`src/pulse_filter_config.svh`:
```
`ifndef PULSE_FILTER_CONFIG_SVH
`define PULSE_FILTER_CONFIG_SVH

//----------------------------------------------------------------------------
// Sample path
//----------------------------------------------------------------------------
// ADC sample width, unsigned
`define ADC_W		12
// Samples in one stored pulse
`define PULSE_LEN	32
// Pulse spacing register width
`define PERIOD_W	10

//----------------------------------------------------------------------------
// Filters
//----------------------------------------------------------------------------
// Moving-sum window, power of two
`define MSUM_LEN	8
`define MSUM_W		(`ADC_W + $clog2(`MSUM_LEN))
// Smoothing shift, gain of 1/8
`define EXP_K		3
`define EXP_W		(`ADC_W + `EXP_K)

//----------------------------------------------------------------------------
// APB register map
//----------------------------------------------------------------------------
`define APB_AW		4
`define APB_DW		32
`define CNT_W		16
`define REG_CTRL	4'h0
`define REG_PERIOD	4'h4
`define REG_PCOUNT	4'h8

`endif

```
`src/pulse_filter_pkg.sv`:
```
`include "pulse_filter_config.svh"

package pulse_filter_pkg;

	//------------------------------------------------------------------------
	// Plain vectors
	//------------------------------------------------------------------------
	// Raw sample value
	typedef logic [`ADC_W-1:0] adc_data_t;
	// Distance between pulses, in samples
	typedef logic [`PERIOD_W-1:0] period_t;
	// Moving-sum result
	typedef logic [`MSUM_W-1:0] msum_data_t;
	// Smoothing accumulator, sample scaled by 2^EXP_K
	typedef logic [`EXP_W-1:0] exp_data_t;
	// Started-pulse counter
	typedef logic [`CNT_W-1:0] pcount_t;
	// Position inside the pulse shape
	typedef logic [$clog2(`PULSE_LEN)-1:0] shape_idx_t;

	//------------------------------------------------------------------------
	// Bundles
	//------------------------------------------------------------------------
	// Generator setup from the register block
	typedef struct packed {
		logic		enable;
		logic		overlay;
		logic		fast_rate;
		period_t	period;
	} gen_cfg_t;

	// Valid-qualified streams, no handshake
	typedef struct packed {
		logic		valid;
		adc_data_t	data;
	} adc_sample_t;

	typedef struct packed {
		logic		valid;
		msum_data_t	data;
	} msum_sample_t;

	typedef struct packed {
		logic		valid;
		exp_data_t	data;
	} exp_sample_t;

endpackage

```
`src/pulse_shape_rom.sv`:
```
// Exponential pulse shape table
// v0 = 3840, v(i+1) = v(i) - (v(i) >> 3), truncated
// Decay of about 1/8 per sample, tail ends near 65
module pulse_shape_rom (
	input  pulse_filter_pkg::shape_idx_t	idx,
	output pulse_filter_pkg::adc_data_t		value
);
	import pulse_filter_pkg::*;

	always_comb begin
		case (idx)
			// Rising edge is instant, peak first
			5'd0:  value = adc_data_t'(3840);
			5'd1:  value = adc_data_t'(3360);
			5'd2:  value = adc_data_t'(2940);
			5'd3:  value = adc_data_t'(2573);
			5'd4:  value = adc_data_t'(2252);
			5'd5:  value = adc_data_t'(1971);
			5'd6:  value = adc_data_t'(1725);
			5'd7:  value = adc_data_t'(1510);
			// Second quarter
			5'd8:  value = adc_data_t'(1322);
			5'd9:  value = adc_data_t'(1157);
			5'd10: value = adc_data_t'(1013);
			5'd11: value = adc_data_t'(887);
			5'd12: value = adc_data_t'(777);
			5'd13: value = adc_data_t'(680);
			5'd14: value = adc_data_t'(595);
			5'd15: value = adc_data_t'(521);
			// Third quarter
			5'd16: value = adc_data_t'(456);
			5'd17: value = adc_data_t'(399);
			5'd18: value = adc_data_t'(350);
			5'd19: value = adc_data_t'(307);
			5'd20: value = adc_data_t'(269);
			5'd21: value = adc_data_t'(236);
			5'd22: value = adc_data_t'(207);
			5'd23: value = adc_data_t'(182);
			// Tail
			5'd24: value = adc_data_t'(160);
			5'd25: value = adc_data_t'(140);
			5'd26: value = adc_data_t'(123);
			5'd27: value = adc_data_t'(108);
			5'd28: value = adc_data_t'(95);
			5'd29: value = adc_data_t'(84);
			5'd30: value = adc_data_t'(74);
			5'd31: value = adc_data_t'(65);
			default: value = '0;
		endcase
	end

endmodule

```
`src/test_pulse_gen.sv`:
```
`include "pulse_filter_config.svh"

// Test pulse source standing in for the ADC
module test_pulse_gen (
	input  logic							clk,
	input  logic							rst_n,
	input  pulse_filter_pkg::gen_cfg_t		cfg,
	output pulse_filter_pkg::adc_sample_t	sample,
	output logic							pulse_start
);
	import pulse_filter_pkg::*;

	localparam shape_idx_t LAST_POS = shape_idx_t'(`PULSE_LEN - 1);

	logic [1:0]		div_cnt;
	logic			tick;
	period_t		sched_cnt;
	period_t		reload;
	logic			due;
	logic			start;
	logic [1:0]		busy;
	logic [1:0]		busy_eff;
	logic [1:0]		start_sel;
	logic			older;
	shape_idx_t		pos [2];
	shape_idx_t		pos_eff [2];
	adc_data_t		rom_val [2];
	logic [`ADC_W:0]	sum;
	adc_data_t		sat;
	logic			valid_q;
	adc_data_t		data_q;

	//------------------------------------------------------------------------
	// Sample rate and pulse schedule
	//------------------------------------------------------------------------
	// Quarter rate ticks when the divider wraps
	assign tick = cfg.enable && (cfg.fast_rate || div_cnt == 2'd0);

	// Countdown at zero means a pulse is owed
	assign due = (sched_cnt == '0);
	// Without overlay a due pulse waits for both pointers to go idle
	assign start = due && (cfg.overlay || busy == 2'b00);
	// Period 0 or 1 both mean a pulse on every sample
	assign reload = (cfg.period == '0) ? '0 : cfg.period - period_t'(1);

	// Pointer pick: first free one, else restart the older
	always_comb begin
		start_sel = 2'b00;
		if (start) begin
			if (!busy[0])
				start_sel = 2'b01;
			else if (!busy[1])
				start_sel = 2'b10;
			else
				start_sel = older ? 2'b10 : 2'b01;
		end
	end

	//------------------------------------------------------------------------
	// Playback pointers and overlay sum
	//------------------------------------------------------------------------
	// State as seen by the current sample, new pulse plays from position 0
	always_comb begin
		for (int k = 0; k < 2; k++) begin
			busy_eff[k] = busy[k] | start_sel[k];
			pos_eff[k] = start_sel[k] ? '0 : pos[k];
		end
	end

	for (genvar g = 0; g < 2; g++) begin : g_rom
		pulse_shape_rom i_pulse_shape_rom (
			.idx	(pos_eff[g]),
			.value	(rom_val[g])
		);
	end

	// One extra bit catches the carry for saturation
	assign sum = {1'b0, busy_eff[0] ? rom_val[0] : '0} +
		{1'b0, busy_eff[1] ? rom_val[1] : '0};
	assign sat = sum[`ADC_W] ? '1 : sum[`ADC_W-1:0];

	always_ff @(posedge clk or negedge rst_n) begin
		if (!rst_n) begin
			div_cnt <= '0;
			sched_cnt <= '0;
			busy <= '0;
			pos[0] <= '0;
			pos[1] <= '0;
			older <= 1'b0;
			valid_q <= 1'b0;
			pulse_start <= 1'b0;
		end else if (!cfg.enable) begin
			// Disabled: index and pointers restart on next enable
			div_cnt <= '0;
			sched_cnt <= '0;
			busy <= '0;
			pos[0] <= '0;
			pos[1] <= '0;
			older <= 1'b0;
			valid_q <= 1'b0;
			pulse_start <= 1'b0;
		end else begin
			div_cnt <= div_cnt + 2'd1;
			valid_q <= tick;
			pulse_start <= tick && start;
			if (tick) begin
				// Next pulse P samples after the actual start
				if (start)
					sched_cnt <= reload;
				else if (!due)
					sched_cnt <= sched_cnt - period_t'(1);
				// Untouched pointer becomes the older one
				if (start)
					older <= start_sel[0];
				for (int k = 0; k < 2; k++) begin
					busy[k] <= busy_eff[k] && (pos_eff[k] != LAST_POS);
					pos[k] <= pos_eff[k] + shape_idx_t'(1);
				end
			end
		end
	end

	// Sample payload
	always_ff @(posedge clk) begin
		if (tick)
			data_q <= sat;
	end

	assign sample = '{valid: valid_q, data: data_q};

endmodule

```
`src/moving_sum_filter.sv`:
```
`include "pulse_filter_config.svh"

// Box shaper over the last DEPTH samples
module moving_sum_filter #(
	parameter int DEPTH = `MSUM_LEN
) (
	input  logic							clk,
	input  logic							rst_n,
	input  pulse_filter_pkg::adc_sample_t	in_sample,
	output pulse_filter_pkg::msum_sample_t	out_sample
);
	import pulse_filter_pkg::*;

	// Oldest sample sits at the far end
	adc_data_t	line_q [DEPTH];
	msum_data_t	sum_q;
	logic		valid_q;

	//------------------------------------------------------------------------
	// Running sum, add newest and drop oldest
	//------------------------------------------------------------------------
	always_ff @(posedge clk or negedge rst_n) begin
		if (!rst_n) begin
			for (int i = 0; i < DEPTH; i++)
				line_q[i] <= '0;
			sum_q <= '0;
			valid_q <= 1'b0;
		end else begin
			// Output valid one clock after input valid
			valid_q <= in_sample.valid;
			if (in_sample.valid) begin
				sum_q <= sum_q + msum_data_t'(in_sample.data) -
					msum_data_t'(line_q[DEPTH-1]);
				// Shift only on real samples, idle clocks ignored
				line_q[0] <= in_sample.data;
				for (int i = 1; i < DEPTH; i++)
					line_q[i] <= line_q[i-1];
			end
		end
	end

	// Sum holds its value between samples
	assign out_sample = '{valid: valid_q, data: sum_q};

endmodule

```
`src/exp_smooth_filter.sv`:
```
`include "pulse_filter_config.svh"

// First-order IIR smoother
// acc += x - acc/2^EXP_K, settles at x scaled by 2^EXP_K
module exp_smooth_filter (
	input  logic							clk,
	input  logic							rst_n,
	input  pulse_filter_pkg::adc_sample_t	in_sample,
	output pulse_filter_pkg::exp_sample_t	out_sample
);
	import pulse_filter_pkg::*;

	exp_data_t	acc_q;
	exp_data_t	acc_next;
	logic		valid_q;

	//------------------------------------------------------------------------
	// Accumulator update
	//------------------------------------------------------------------------
	// Headroom of EXP_K bits keeps full-scale input in range
	assign acc_next = acc_q + exp_data_t'(in_sample.data) - (acc_q >> `EXP_K);

	always_ff @(posedge clk or negedge rst_n) begin
		if (!rst_n) begin
			acc_q <= '0;
			valid_q <= 1'b0;
		end else begin
			// Output valid one clock after input valid
			valid_q <= in_sample.valid;
			if (in_sample.valid)
				acc_q <= acc_next;
		end
	end

	// Scaled accumulator goes out as is
	assign out_sample = '{valid: valid_q, data: acc_q};

endmodule

```
`src/apb_test_regs.sv`:
```
`include "pulse_filter_config.svh"

// Generator setup registers, zero-wait APB slave
module apb_test_regs (
	input  logic						clk,
	input  logic						rst_n,
	input  logic						psel,
	input  logic						penable,
	input  logic						pwrite,
	input  logic [`APB_AW-1:0]			paddr,
	input  logic [`APB_DW-1:0]			pwdata,
	output logic [`APB_DW-1:0]			prdata,
	output logic						pready,
	output logic						pslverr,
	output pulse_filter_pkg::gen_cfg_t	cfg,
	input  logic						pulse_start
);
	import pulse_filter_pkg::*;

	logic		access;
	logic		addr_hit;
	logic		ctrl_we;
	logic		period_we;
	logic		enable_q;
	logic		overlay_q;
	logic		fast_rate_q;
	period_t	period_q;
	pcount_t	pcount_q;

	//------------------------------------------------------------------------
	// Access phase decode
	//------------------------------------------------------------------------
	assign access = psel && penable;
	assign addr_hit = (paddr == `REG_CTRL) || (paddr == `REG_PERIOD) ||
		(paddr == `REG_PCOUNT);

	assign ctrl_we = access && pwrite && (paddr == `REG_CTRL);
	assign period_we = access && pwrite && (paddr == `REG_PERIOD);

	// No wait states
	assign pready = 1'b1;
	// Error only on unmapped offsets
	assign pslverr = access && !addr_hit;

	//------------------------------------------------------------------------
	// Registers
	//------------------------------------------------------------------------
	always_ff @(posedge clk or negedge rst_n) begin
		if (!rst_n) begin
			enable_q <= 1'b0;
			overlay_q <= 1'b0;
			fast_rate_q <= 1'b0;
			period_q <= '0;
			pcount_q <= '0;
		end else begin
			// CTRL bits: 0 enable, 1 overlay, 2 fast_rate
			if (ctrl_we) begin
				enable_q <= pwdata[0];
				overlay_q <= pwdata[1];
				fast_rate_q <= pwdata[2];
			end
			if (period_we)
				period_q <= pwdata[`PERIOD_W-1:0];
			// Free-running count, wraps
			if (pulse_start)
				pcount_q <= pcount_q + pcount_t'(1);
		end
	end

	// Read mux, unmapped reads zero
	always_comb begin
		prdata = '0;
		case (paddr)
			`REG_CTRL:   prdata[2:0] = {fast_rate_q, overlay_q, enable_q};
			`REG_PERIOD: prdata[`PERIOD_W-1:0] = period_q;
			`REG_PCOUNT: prdata[`CNT_W-1:0] = pcount_q;
			default:     prdata = '0;
		endcase
	end

	assign cfg = '{
		enable:    enable_q,
		overlay:   overlay_q,
		fast_rate: fast_rate_q,
		period:    period_q
	};

endmodule

```
`src/pulse_filter_top.sv`:
```
`include "pulse_filter_config.svh"

// Pulse generator with two shaping filters, setup over APB
module pulse_filter_top (
	input  logic							clk,
	input  logic							rst_n,
	// APB slave
	input  logic							psel,
	input  logic							penable,
	input  logic							pwrite,
	input  logic [`APB_AW-1:0]				paddr,
	input  logic [`APB_DW-1:0]				pwdata,
	output logic [`APB_DW-1:0]				prdata,
	output logic							pready,
	output logic							pslverr,
	// Sample streams
	output pulse_filter_pkg::adc_sample_t	raw_sample,
	output pulse_filter_pkg::msum_sample_t	msum_out,
	output pulse_filter_pkg::exp_sample_t	exp_out
);
	import pulse_filter_pkg::*;

	gen_cfg_t	cfg;
	logic		pulse_start;

	//------------------------------------------------------------------------
	// Control
	//------------------------------------------------------------------------
	apb_test_regs i_apb_test_regs (
		.clk			(clk),
		.rst_n			(rst_n),
		.psel			(psel),
		.penable		(penable),
		.pwrite			(pwrite),
		.paddr			(paddr),
		.pwdata			(pwdata),
		.prdata			(prdata),
		.pready			(pready),
		.pslverr		(pslverr),
		.cfg			(cfg),
		.pulse_start	(pulse_start)
	);

	//------------------------------------------------------------------------
	// Source and shapers
	//------------------------------------------------------------------------
	test_pulse_gen i_test_pulse_gen (
		.clk			(clk),
		.rst_n			(rst_n),
		.cfg			(cfg),
		.sample			(raw_sample),
		.pulse_start	(pulse_start)
	);

	// Both filters see the same raw stream
	moving_sum_filter i_moving_sum_filter (
		.clk			(clk),
		.rst_n			(rst_n),
		.in_sample		(raw_sample),
		.out_sample		(msum_out)
	);

	exp_smooth_filter i_exp_smooth_filter (
		.clk			(clk),
		.rst_n			(rst_n),
		.in_sample		(raw_sample),
		.out_sample		(exp_out)
	);

endmodule

```
`config.mk`:
```
export PLATFORM = sky130hd
export DESIGN_NAME = pulse_filter_top
export DESIGN_NICKNAME = d
export VERILOG_FILES = /design/src/pulse_filter_pkg.sv /design/src/pulse_shape_rom.sv /design/src/test_pulse_gen.sv /design/src/moving_sum_filter.sv /design/src/exp_smooth_filter.sv /design/src/apb_test_regs.sv /design/src/pulse_filter_top.sv
export VERILOG_INCLUDE_DIRS = /design/src /design/src/src
export SDC_FILE = /design/constraint.sdc
export NUM_CORES = 1
export LEC_CHECK = 0
export BUFFER_PORTS_ARGS = -buffer_cell sky130_fd_sc_hd__buf_2
export CORE_MARGIN = 2
export CORE_UTILIZATION = 60
export CTS_CLUSTER_DIAMETER = 30
export DETAILED_ROUTE_END_ITERATION = 10
export HOLD_SLACK_MARGIN = 0.1
export MAX_ROUTING_LAYER = met4
export PLACE_DENSITY = 0.81
export SLEW_MARGIN = 0
export SYNTH_ARGS = -nofsm -noshare
export SYNTH_HDL_FRONTEND = slang
export SYNTH_SLANG_ARGS = --single-unit
export TNS_END_PERCENT = 50
```
`constraint.sdc`:
```
create_clock -name clk -period 6.2 [get_ports clk]
set_input_delay 0.62 -clock clk [delete_from_list [all_inputs] [get_ports clk]]
set_output_delay 0.62 -clock clk [all_outputs]
set_load 0.005 [all_outputs]
```
After elaboration in Yosys (flattened, before gate mapping)
Memories as Yosys holds them, arrays and structs flattened.
Cells that the tools add are included.
- bits in read-only memories: 768
- word-level logic and storage cells: 95
- memories kept: 2
- register bits: 195
- eq/ne operators: 7
- muxes and demuxes: 26
- bitwise operators: 2
- $add $sub $neg: 11
- reductions and logical operators: 22
- memories (memory ; words ; bits a word ; rd ports ; clocked after memory_dff ; wr ports ; RTL line ; RTL):
    (name not given) ; 32 ; 12 ; 1 ; 0 ; 0 ; pulse_shape_rom.sv:11 ; case (idx)
    (name not given) ; 32 ; 12 ; 1 ; 0 ; 0 ; pulse_shape_rom.sv:11 ;
- operator list (operator ; number):
    10-bit 2-to-1 mux ; 7
    15-bit by 12-bit adder with 15-bit output ; 2
    15-bit by 12-bit subtractor with 15-bit output ; 2
    12-bit 2-to-1 mux ; 2
    10-bit zero test ; 2
    10-bit by 1-bit subtractor with 10-bit output (second input constant) ; 2
    16-bit by 1-bit adder with 16-bit output (second input constant) ; 1
    2-bit 2-to-1 mux ; 7
    7-bit case mux with 2 select lines ; 1
    12-bit by 12-bit adder with 13-bit output ; 1
    5-bit by 1-bit adder with 5-bit output (second input constant) ; 2
    1-bit logical AND ; 10
    5-bit 2-to-1 mux ; 2
    5-bit != test (second input constant) ; 2
    3-bit case mux with 3 select lines ; 1
    6-bit 2-to-1 mux ; 1
    1-bit 2-to-1 mux ; 5
    4-bit by 3-bit == test with 1-bit output (second input constant) ; 1
    4-bit == test (second input constant) ; 1
    2-bit zero test ; 2
    4-bit zero test ; 1
    1-bit logical OR ; 4
    2-bit by 1-bit != test with 1-bit output (second input constant) ; 2
    2-bit AND reduction ; 2
    4 further kinds ; 5

Logic depth before layout (Yosys ltp)
Gate-level depths: netlist of run 1.
- word-level depth: 9
- gate-level depth with buffers: 23
- mapped depth without buffers: 22

Modules after synthesis
Synthesis of run 1 repeated with hierarchy kept, for this count alone.
- cell total of the unflattened synthesis: 1277
- area total of the unflattened synthesis: 12729.7 um^2
- modules (own cells, without submodules) (module ; area an instance (um^2) ; times used ; cells an instance):
    moving_sum_filter ; 5232.5 ; 1 ; 404
    test_pulse_gen ; 2905.3 ; 1 ; 331
    exp_smooth_filter ; 1790.5 ; 1 ; 216
    apb_test_regs ; 1604.0 ; 1 ; 144
    pulse_shape_rom at i_test_pulse_gen.g_rom[0].i_pulse_shape_rom ; 611.8 ; 1 ; 91
    pulse_shape_rom at i_test_pulse_gen.g_rom[1].i_pulse_shape_rom ; 585.6 ; 1 ; 91

Least setup slack after synthesis of run 1
OpenSTA, ideal clock, no wires.
- path kind: flip-flop to flip-flop
- from: reg i_test_pulse_gen.sched_cnt[0]
- to: reg i_test_pulse_gen.data_q[9], data pin
- path buffers: 1
- library setup time: 287 ps
- period minus slack after synthesis: 5333 ps
- arrival time: 5045 ps
- cell stages (with the launch flop): 24
- slack: 867 ps
- cells stage by stage: dfrtp_1 -> inv_1 -> ha_1 -> or4b_4 -> nor4_4 -> nand3_1 -> clkbuf_1 -> nand2_1 -> inv_1 -> ha_1 -> nand2b_1 -> o21ai_0 -> nor2_1 -> a31oi_1 -> o21ai_0 -> ha_1 -> fa_1 -> a21o_1 -> a21o_1 -> a21oi_1 -> o21ai_1 -> a211o_1 -> o31ai_2 -> o21ai_0
- cells in the longest elaborated chain, start to end: 7
- elaborated cells on any way between the ends: 12
- those cells by class: add/sub: 1; mux: 5; bitwise: 2; reduce/logical: 2; memory: 2
- RTL lines (element ; RTL line ; RTL):
    start: declaration ; test_pulse_gen.sv:17 ; period_t sched_cnt;
    start signal: assignment ; test_pulse_gen.sv:109 ; sched_cnt <= reload;
    start signal: assignment ; test_pulse_gen.sv:111 ; sched_cnt <= sched_cnt - period_t'(1);
    10-bit zero test * ; test_pulse_gen.sv:40 ; assign due = (sched_cnt == '0);
    1-bit logical AND * ; test_pulse_gen.sv:42 ; assign start = due && (cfg.overlay || busy == 2'b00);
    2-bit 2-to-1 mux * ; test_pulse_gen.sv:49 ; if (start) begin
    5-bit 2-to-1 mux ; test_pulse_gen.sv:66 ; pos_eff[k] = start_sel[k] ? '0 : pos[k];
    memory read 32 x 12 bit ; -- ;
    12-bit 2-to-1 mux (on tied branches) ; test_pulse_gen.sv:78, test_pulse_gen.sv:79 ;
    12-bit by 12-bit adder with 13-bit output * ; test_pulse_gen.sv:78 ; assign sum = {1'b0, busy_eff[0] ? rom_val[0] : '0} +
    end signal: assignment ; test_pulse_gen.sv:126 ; data_q <= sat;
    end: declaration ; test_pulse_gen.sv:31 ; adc_data_t data_q;
Mark *: on every way between the ends. The rest lies on a longest branch, timed or not.
A chain may end at the register's enable or synchronous reset.

Worst setup path in the final report of run 1
Same ends and word-level chain as after synthesis.

==> results of run 1 <==
## state kept, by name, summed over array words and instances (netlist names), 2 cells and up
register	flops
i_moving_sum_filter.line_q	96
i_apb_test_regs.pcount_q	16
i_exp_smooth_filter.acc_q	15
i_moving_sum_filter.sum_q	15
i_test_pulse_gen.data_q	12
i_apb_test_regs.period_q	10
i_test_pulse_gen.pos	10
i_test_pulse_gen.sched_cnt	10
i_test_pulse_gen.busy	2
i_test_pulse_gen.div_cnt	2
## power by group
group,switching (W),internal (W)
Combinational,0.00211,0.00168
Clock,0.000544,0.000581
Sequential,0.000354,0.00173
## layout by cell type, fill, tap and decap left out, types with 14 or more instances in the layout
| cell | n |
|---|---|
| o21ai_0 | 65 |
| a21o_1 | 18 |
| clkbuf_16 | 17 |
| buf_2 | 79 |
| inv_1 | 125 |
| a31oi_1 | 15 |
| dfrtp_1 | 182 |
| nand3_1 | 32 |
| a22o_1 | 14 |
| o22ai_1 | 14 |
| nand2_1 | 99 |
| conb_1 | 17 |
| fa_1 | 25 |
| nand2b_1 | 20 |
| nor2_1 | 83 |
| nor3_1 | 22 |
| mux2i_1 | 14 |
| xnor2_1 | 26 |
| ha_1 | 60 |
| mux2_2 | 115 |
| a21oi_1 | 63 |
| xor2_1 | 20 |
## worst paths after layout
path	end	slack, ps	startpoint	depth (start not counted)
hold reg to reg	i_test_pulse_gen.div_cnt[0]	430	i_test_pulse_gen.div_cnt[0]	1
min in group clk	i_apb_test_regs.period_q[1]	390	pwdata[1]	3
setup reg to reg	i_test_pulse_gen.data_q[9]	340	i_test_pulse_gen.sched_cnt[0]	22
max in group asynchronous	i_test_pulse_gen.valid_q	4370	rst_n	2
hold / removal	i_exp_smooth_filter.acc_q[12]	230	rst_n	1
setup / recovery	i_test_pulse_gen.data_q[9]	340	i_test_pulse_gen.sched_cnt[0]	22
## layout make-up
| type | count | share of cell area (%) |
|---|---|---|
| well taps | 270 | 2.536 |
| flip-flops and latches | 195 | 37.12 |
| repair buffers | 89 | 3.579 |
| clock buffers | 17 | 3.194 |
| clock inverters | 15 | 1.362 |
| multi-input cells | 876 | 48.69 |
| inverters | 125 | 3.523 |
## metal layers
layer / GRT usage [%] / wire length (µm) / vias to the layer above
li1: - / - / 4436
met1: 32.36 / 11220 / 4463
met2: 40.85 / 12760 / 252
met3: 4.503 / 1284 / 37
met4: 6.311 / 366 / 0
met5: - / 0 / -
## worst register-to-register path: stages (launching register included)
cell	delay, ps
dfrtp_1	410
inv_1	90
ha_1	200
or4b_4	520
nor4_4	490
nand2_1	250
nand2_1	220
inv_1	110
ha_1	300
nor2b_1	210
nor3_1	90
a211oi_1	400
nor3_2	80
ha_1	210
fa_1	410
a21o_1	180
a21o_1	200
a21oi_1	220
o21ai_1	130
a211o_1	340
o31ai_2	230
buf_4	220
o21ai_0	100
## logic make-up (layout without fill, tap and decap cells)
group,Yosys count,in the layout
adders and majority gates,85,85
xor gates and xnor gates,46,46
and+or+nand+nor,326,326
AOI/OAI and AO/OA,273,273
DFF,195,195
buffers and inverters,201,246
other,2,17
muxes,129,129
## per-stage QoR
stage          instances  area [µm²]  power [W]  utilization, %  hold slack, ps
2_1_floorplan       1272       12280   0.004939               -           324.4
3_3_place_gp        1555       12710   0.005643           63.23           411.7
3_5_place_dp        1555       12710   0.005806           63.23           415.0
4_1_cts             1587       13320   0.006998           66.25           349.5
5_1_grt             1587       13320   0.007604           66.25           339.5
6_report            1587       13320   0.006994           66.25           229.6
## Yosys cell counts, drive strengths merged (14+ instances only)
cell | count | area (µm²)
a21oi | 64 | 331.6
mux2i | 14 | 140.1
inv | 125 | 469.2
o22ai | 14 | 87.58
a31oi | 15 | 93.84
nand2b | 20 | 125.1
nand3 | 32 | 160.2
xor2 | 20 | 175.2
a21o | 18 | 135.1
dfrtp | 183 | 4579
mux2 | 115 | 1295
fa | 25 | 500.5
a22o | 14 | 122.6
nor2 | 84 | 317.8
nor3 | 23 | 120.1
buf | 28 | 201.4
nand2 | 99 | 371.6
xnor2 | 26 | 227.7
o21ai | 79 | 406.6
ha | 60 | 750.7
clkbuf | 48 | 180.2
==> results_dict.tcl, run 1 <==
set metrics [dict create \
    status "completed" \
    grt_max_degree 121 \
    die_h_um 146.7 \
    worst-setup-path-type "reg2reg" \
    tns_ps 0 \
    path_cells "inv_1 -> ha_1 -> or4b_4 -> nor4_4 -> nand2_1 -> nand2_1 -> inv_1 -> ha_1 -> nor2b_1 -> nor3_1 -> a211oi_1 -> nor3_2 -> ha_1 -> fa_1 -> a21o_1 -> a21o_1 -> a21oi_1 -> o21ai_1 -> a211o_1 -> o31ai_2 -> buf_4 -> o21ai_0" \
    irDropWorstVdd_mv 0.2652 \
    antenna_found_initial 0 \
    drcViolationCount 0 \
    ant_nets 0 \
    cts_tree "done" \
    area_growth_pct 9.000 \
    grt_pass1_vias 8814 \
    synth-main-ff-cell "dfrtp_1" \
    place_ws_ps 474.4 \
    start_kind "register" \
    drive_above_1_share_pct 19.13 \
    synthAdderAreaFrac_pct 10.24 \
    htreeDepth 4 \
    die_w_um 146.7 \
    synth_cell_types 70 \
    grt.overflow.total 0 \
    viasPerCell 5.790 \
    clock_skew_ps 17.03 \
    leakagePower_nw 6.429 \
    synth-compound-area-share_pct 14.31 \
    cts_sinks 195 \
    synth_mux_area_share_pct 11.74 \
    synth_xor_area_share_pct 3.297 \
    synthCells 1257 \
    hold_viol_final 0 \
    initial_utilization_pct 60.78 \
    async_flop_share_pct 93.85 \
    path_buf_inv 3 \
    synth-edff-count 12 \
    crit_top_cell "ha_1" \
    vias 9188 \
    routedWlPerCell_um 16.15 \
    grt_pass1_wl_um 42520 \
    drt_pass1_iterations 5 \
    synth-simple-area-share_pct 12.95 \
    hold_class "in2async" \
    timing.max_cap.violations 0 \
    post_cts_buffers 0 \
    yosys_warnings 0 \
    end_kind "register" \
    fin_crit_sh_pct 94.48 \
    cp_top_family "simple AND/OR/NAND/NOR gates" \
    max-slew-margin-rel_pct 13.66 \
    layout_setup_ws_ps 342.4 \
    drt-initial-drc-count 636 \
    rows 52 \
    antenna_cells 0 \
    slowest_stage "or4b_4" \
    clock_latency_ps 450 \
    period_needed_ps 5858 \
    synth_top_family_by_area "compound AO/OA/AOI/OAI gates" \
    cp_max_fo 10 \
    root_buffer "clkbuf_16" \
    grt_usage_pct 24.91 \
    multiInputGateArea_um2 6485 \
    syn_avg_cell_area_um2 9.721 \
    wirelength_um 25630 \
    drv_slew 0 \
    path_clk_slew_ps 80 \
    cp.arrival_ps 6040 \
    portBuffers 80 \
    synth_seq_cells 195 \
    fmax_mhz 170.7 \
    cts_hold_buf 0 \
    ys_seq_area_share_pct 40.43 \
    num_io_pins 120 \
    cts_buffer_depth 2 \
    dp.final_hpwl_um 17970 \
    setup_viol 0 \
    final-seq-area_um2 4943 \
    fillers 1525 \
    rsz0062_at_grt "false" \
    critPathRequiredTime_ps 6380 \
    max_stage_delay_ps 520 \
    fp.dieArea_um2 21520 \
    worst_pin_slew_ps 1289 \
    final_nets 1430 \
    cts_made_buffers 17 \
    power_density_nw_per_um2 525.1 \
    cts_resized 0 \
    place_congestion 0.9462 \
    core_area_um2 20100 \
    syn-cell-area_um2 12220 \
]
(Power assumes the default switching activity.)
==> run 2, diff against run 1 <==
CORE_UTILIZATION = 65   (was 60)
PLACE_DENSITY = 0.87   (was 0.81)
clock period = 7.1 ns   (was 6.2 ns; I/O delays follow)
==> run 2 against run 1 <==
- non-clock buffer count shrank 3
- sequential share of layout area is 0.17 points higher
- total power fell by 13%
- largest cell class unchanged
- design area fell by 0.46%
- utilization rose by 5.1 points
- largest power group unchanged
- clock power shrank 12%
- sequential cell count unchanged
- highest routed layer unchanged
==> results_dict.tcl, run 2 (synthesis results as in run 1) <==
set metrics [dict create \
    power_density_nw_per_um2 461.4 \
    area_growth_pct 8.499 \
    status "completed" \
    die_w_um 141.1 \
    reg2reg_slack_ps 700 \
    clock_skew_ps 12.05 \
    irDropWorstVdd_mv 0.2642 \
    grt.overflow.total 0 \
    layoutNonFillerInstCount 1548 \
    initial_utilization_pct 65.76 \
    worst_pin_slew_ps 1311 \
    final_cell_mix "dfrtp_1 (182), inv_1 (125), mux2_2 (115)" \
    drcViolationCount 0 \
    root_buffer "clkbuf_16" \
    routedWlPerCell_um 16.67 \
    multiInputGateArea_um2 6485 \
    fp.dieArea_um2 19910 \
    cts_tree "done" \
    start_kind "register" \
    dp.final_hpwl_um 18210 \
    timing.max_cap.violations 0 \
    cts_sinks 195 \
    regMostFlops "i_moving_sum_filter.line_q" \
    core_area_um2 18580 \
    fillers 1260 \
    final_nets 1427 \
    clock_latency_ps 450 \
    portBuffers 80 \
    htreeDepth 4 \
    max-slew-margin-rel_pct 12.17 \
    grt_pass1_wl_um 42850 \
    grt_pass1_vias 8867 \
    tns_ps 0 \
    end_kind "register" \
    period_needed_ps 6399 \
    fin_crit_sh_pct 90.13 \
    worst-setup-path-type "reg2reg" \
    drt-initial-drc-count 687 \
    place_congestion 0.9403 \
    total_power_w 0.006118 \
    vias 9245 \
    post_cts_buffers 0 \
    top_regs "i_moving_sum_filter.line_q x96, i_apb_test_regs.pcount_q x16" \
    cts_buffer_depth 2 \
    grt_usage_pct 27.34 \
    rsz0062_at_grt "false" \
    hold_class "in2async" \
    final_common_cell "dfrtp_1" \
    leakagePower_nw 6.421 \
    critPathRequiredTime_ps 7250 \
    num_io_pins 120 \
    die_h_um 141.1 \
    wirelength_um 25800 \
    drv_slew 0 \
    antenna_found_initial 0 \
    rows 50 \
    ant_nets 0 \
    whs_ps 348.8 \
    cp_max_fo 14 \
    cp.arrival_ps 6550 \
    drt_pass1_iterations 7 \
    hold_viol_final 0 \
    path_clk_slew_ps 70 \
    cts_made_buffers 17 \
    setup_viol 0 \
    grt_max_degree 103 \
    drive_above_1_share_pct 18.95 \
    cts_hold_buf 0 \
    cts_resized 0 \
    viasPerCell 5.972 \
    r2r_cells 21 \
    dp_cells 1516 \
    antenna_cells 0 \
    largest_register_ffs 96 \
    fmax_mhz 156.3 \
    final-seq-area_um2 4943 \
    post-route-util_pct 71.35 \
]
==> run 2: metrics by stage <==
stage	instance area (µm²)	worst slack, ps
after floorplan	12280	1767
after global placement	12640	1080
after detailed placement	12640	840.4
after CTS	13260	805.9
after global routing	13260	217.4
final	13260	700.6
==> run 2: area by class of cell <==
| cell class | count | area share [%] |
|---|---|---|
| Multi-Input combinational cell | 876 | 48.91 |
| Inverter | 125 | 3.539 |
| Clock inverter | 13 | 1.227 |
| Timing Repair Buffer | 86 | 3.407 |
| Clock buffer | 19 | 3.416 |
| Sequential cell | 195 | 37.29 |
| Tap cell | 234 | 2.208 |
==> run 2: worst max-delay path, stage by stage (launching register included) <==
cell and delay, ps:
dfrtp_1 400, inv_1 100, ha_1 210, or4b_4 520, nor4_4 470, nand2_1 440
nand2_1 300, inv_1 110, ha_1 300, nor2b_1 180, nor3_1 70, a211oi_1 400
nor3_2 90, ha_1 220, fa_1 420, a21o_1 180, a21o_1 210, a21oi_1 210
o21ai_1 130, a211o_1 330, o31ai_2 620, o21ai_0 190
==> run 2: metal layers <==
| layer | track usage (%) | vias up | wire length (µm) |
|---|---|---|---|
| met5 | - | - | 0 |
| met4 | 11.26 | 0 | 799 |
| met3 | 3.872 | 66 | 1310 |
| met2 | 43.20 | 307 | 12670 |
| met1 | 35.86 | 4436 | 11020 |
| li1 | - | 4436 | - |
==> run 2: final timing paths <==
check	endpoint	startpoint
setup / recovery	i_test_pulse_gen.data_q[9]	i_test_pulse_gen.sched_cnt[1]
hold / removal	i_exp_smooth_filter.acc_q[12]	rst_n
setup reg to reg	i_test_pulse_gen.data_q[9]	i_test_pulse_gen.sched_cnt[1]
hold reg to reg	i_test_pulse_gen.div_cnt[0]	i_test_pulse_gen.div_cnt[0]
max in group asynchronous	i_test_pulse_gen.valid_q	rst_n
min in group clk	i_test_pulse_gen.div_cnt[0]	i_test_pulse_gen.div_cnt[0]
==> run 2: power by group <==
group	internal (W)	leakage [nW]	switching [W]
clock	0.000552	0.301	0.000452
combinational	0.00145	3.63	0.00185
sequential	0.00151	2.49	0.000300
total	0.00351	6.42	0.00261
==> run 3, diff against run 2 <==
==> constraint.sdc (replaced) <==
create_clock -name clk -period 7.1 [get_ports clk]
set_input_delay 1.42 -clock clk [delete_from_list [all_inputs] [get_ports clk]]
set_output_delay 1.42 -clock clk [all_outputs]
set_load 0.005 [all_outputs]
==> run 3 against run 2 <==
- register-to-register slack better by 70 ps
- hold slack better by 79 ps
- sequential power about the same
- clock skew down 3.4 ps
- combinational power up 2%
- routed wire length up 3.0%
- non-clock buffer count up 1
- design area up 0.11%
- final cell count about the same
- first-iteration DRC count up 13%
- maximum frequency up 1.1%
==> results_dict.tcl, run 3 (synthesis results as in run 1) <==
set metrics [dict create \
    final_nets 1428 \
    worst_pin_slew_ps 1362 \
    hold_class "reg2reg" \
    htreeDepth 4 \
    rows 50 \
    timing.max_cap.violations 0 \
    p_int_w 0.003499 \
    status "completed" \
    portBuffers 80 \
    antenna_found_initial 0 \
    worst-setup-path-type "reg2reg" \
    fmax_mhz 158.0 \
    grt.overflow.total 0 \
    die_w_um 141.1 \
    area_growth_pct 8.622 \
    final_cell_mix "dfrtp_1 (182), inv_1 (125), mux2_2 (115)" \
    layout_setup_ws_ps 771.6 \
    grt_pass1_vias 9129 \
    cts_resized 0 \
    cts_buffer_depth 2 \
    path_cells "inv_1 -> ha_1 -> or4b_4 -> nor4_4 -> nand2_1 -> nand2_1 -> inv_1 -> ha_1 -> nor2b_1 -> nor3_1 -> a211oi_1 -> nor3_2 -> ha_1 -> fa_1 -> a21o_1 -> a21o_1 -> a21oi_1 -> o21ai_1 -> a211o_1 -> o31ai_2 -> o21ai_0" \
    clkPwrFrac_pct 16.3 \
    cts_hold_buf 0 \
    grt_usage_pct 28.24 \
    slowest_stage "o31ai_2" \
    critPathRequiredTime_ps 7250 \
    wirelength_um 26570 \
    cts_sinks 195 \
    hold_viol_final 0 \
    path_buf_inv 2 \
    final_common_cell "dfrtp_1" \
    tns_ps 0 \
    p_comb_share_pct 54.3 \
    fillers 1290 \
    cts_tree "done" \
    ant_nets 0 \
    swShare_pct 43.36 \
    cp_max_fo 14 \
    grt_max_degree 89 \
    antenna_cells 0 \
    layoutNonFillerInstCount 1549 \
    whs_ps 428.2 \
    post_cts_buffers 0 \
    max_stage_delay_ps 580 \
    root_buffer "clkbuf_16" \
    core_area_um2 18580 \
    vias 9326 \
    drv_slew 0 \
    dp_cells 1517 \
    drive_above_1_share_pct 19.01 \
    drt-initial-drc-count 773 \
    leakagePower_nw 6.418 \
    die_h_um 141.1 \
    rsz0062_at_grt "false" \
    dp.final_hpwl_um 18660 \
    netSwitchingPower_w 0.002679 \
    drcViolationCount 0 \
    crit_top_cell "ha_1" \
    initial_utilization_pct 65.76 \
    power_frac_seq_pct 29.5 \
    drt_pass1_iterations 5 \
    num_io_pins 120 \
    place_ws_ps 944.1 \
    routedWlPerCell_um 17.15 \
    place_congestion 0.9410 \
    end_kind "register" \
    max-slew-margin-rel_pct 8.750 \
    path_clk_slew_ps 70 \
    fp.dieArea_um2 19910 \
    fin_crit_sh_pct 89.13 \
    cp.arrival_ps 6480 \
    clock_skew_ps 8.630 \
    viasPerCell 6.021 \
    total_power_w 0.006177 \
    start_kind "register" \
    grt_pass1_wl_um 44070 \
    cp_top_family "compound AO/OA/AOI/OAI gates" \
    cts_made_buffers 17 \
    largest_register_ffs 96 \
    period_needed_ps 6328 \
    power_density_nw_per_um2 465.4 \
    irDropWorstVdd_mv 0.2514 \
    top_regs "i_moving_sum_filter.line_q x96, i_apb_test_regs.pcount_q x16" \
    regMostFlops "i_moving_sum_filter.line_q" \
    clock_latency_ps 440 \
    setup_viol 0 \
]
## run 3: changes by cell type in the layout (fill, tap and decap cells not counted), sizes merged
cell and delta:
clkinv +2, clkbuf -2, inv -2, clkinvlp +2
buf +1
## run 3: layout make-up
class                   count  area (µm²)  share of cell area [%]
multi-input cells         876        6485                   48.86
flip-flops and latches    195        4943                   37.25
clock inverters            15       197.7                   1.489
repair buffers             87       459.2                   3.460
clock buffers              17       425.4                   3.205
well taps                 234       292.8                   2.206
inverters                 125       469.2                   3.535
## run 3: power by group through the flow
| stage | logic [W] | registers (W) | clock network [W] |
|---|---|---|---|
| 2_1_floorplan | 0.00260 | 0.00171 | 0 |
| 3_3_place_gp | 0.00310 | 0.00180 | 0 |
| 3_5_place_dp | 0.00325 | 0.00183 | 0 |
| 4_1_cts | 0.00332 | 0.00182 | 0.00102 |
| 5_1_grt | 0.00374 | 0.00187 | 0.00106 |
| 6_report | 0.00335 | 0.00182 | 0.00100 |
## run 3: path summary, 6_finish.rpt
| kind | startpoint | to | slack (ps) | depth (start not counted) |
|---|---|---|---|---|
| max | i_test_pulse_gen.sched_cnt[0] | i_test_pulse_gen.data_q[9] | 770 | 21 |
| min | i_test_pulse_gen.div_cnt[0] | i_test_pulse_gen.div_cnt[0] | 430 | 1 |
| max reg2reg | i_test_pulse_gen.sched_cnt[0] | i_test_pulse_gen.data_q[9] | 770 | 21 |
| min reg2reg | i_test_pulse_gen.div_cnt[0] | i_test_pulse_gen.div_cnt[0] | 430 | 1 |
| max in group asynchronous | rst_n | i_test_pulse_gen.valid_q | 4810 | 2 |
| min in group asynchronous | rst_n | i_exp_smooth_filter.acc_q[13] | 960 | 1 |
## run 3: metal layers
metal / share of wire, % / GRT usage, % / wire length, µm / vias up
met5: 0 / - / 0 / -
met4: 3.2 / 10.37 / 850 / 0
met3: 5.1 / 4.789 / 1351 / 71
met2: 50 / 46.17 / 13290 / 313
met1: 42 / 35.68 / 11070 / 4502
li1: - / - / - / 4440
## run 3: through the flow
step,utilization (%),cell area [µm²]
global placement,68.08,12650
global route,71.43,13270
CTS,71.43,13270
detailed placement,68.08,12650
finish,71.43,13270
floorplan,-,12280
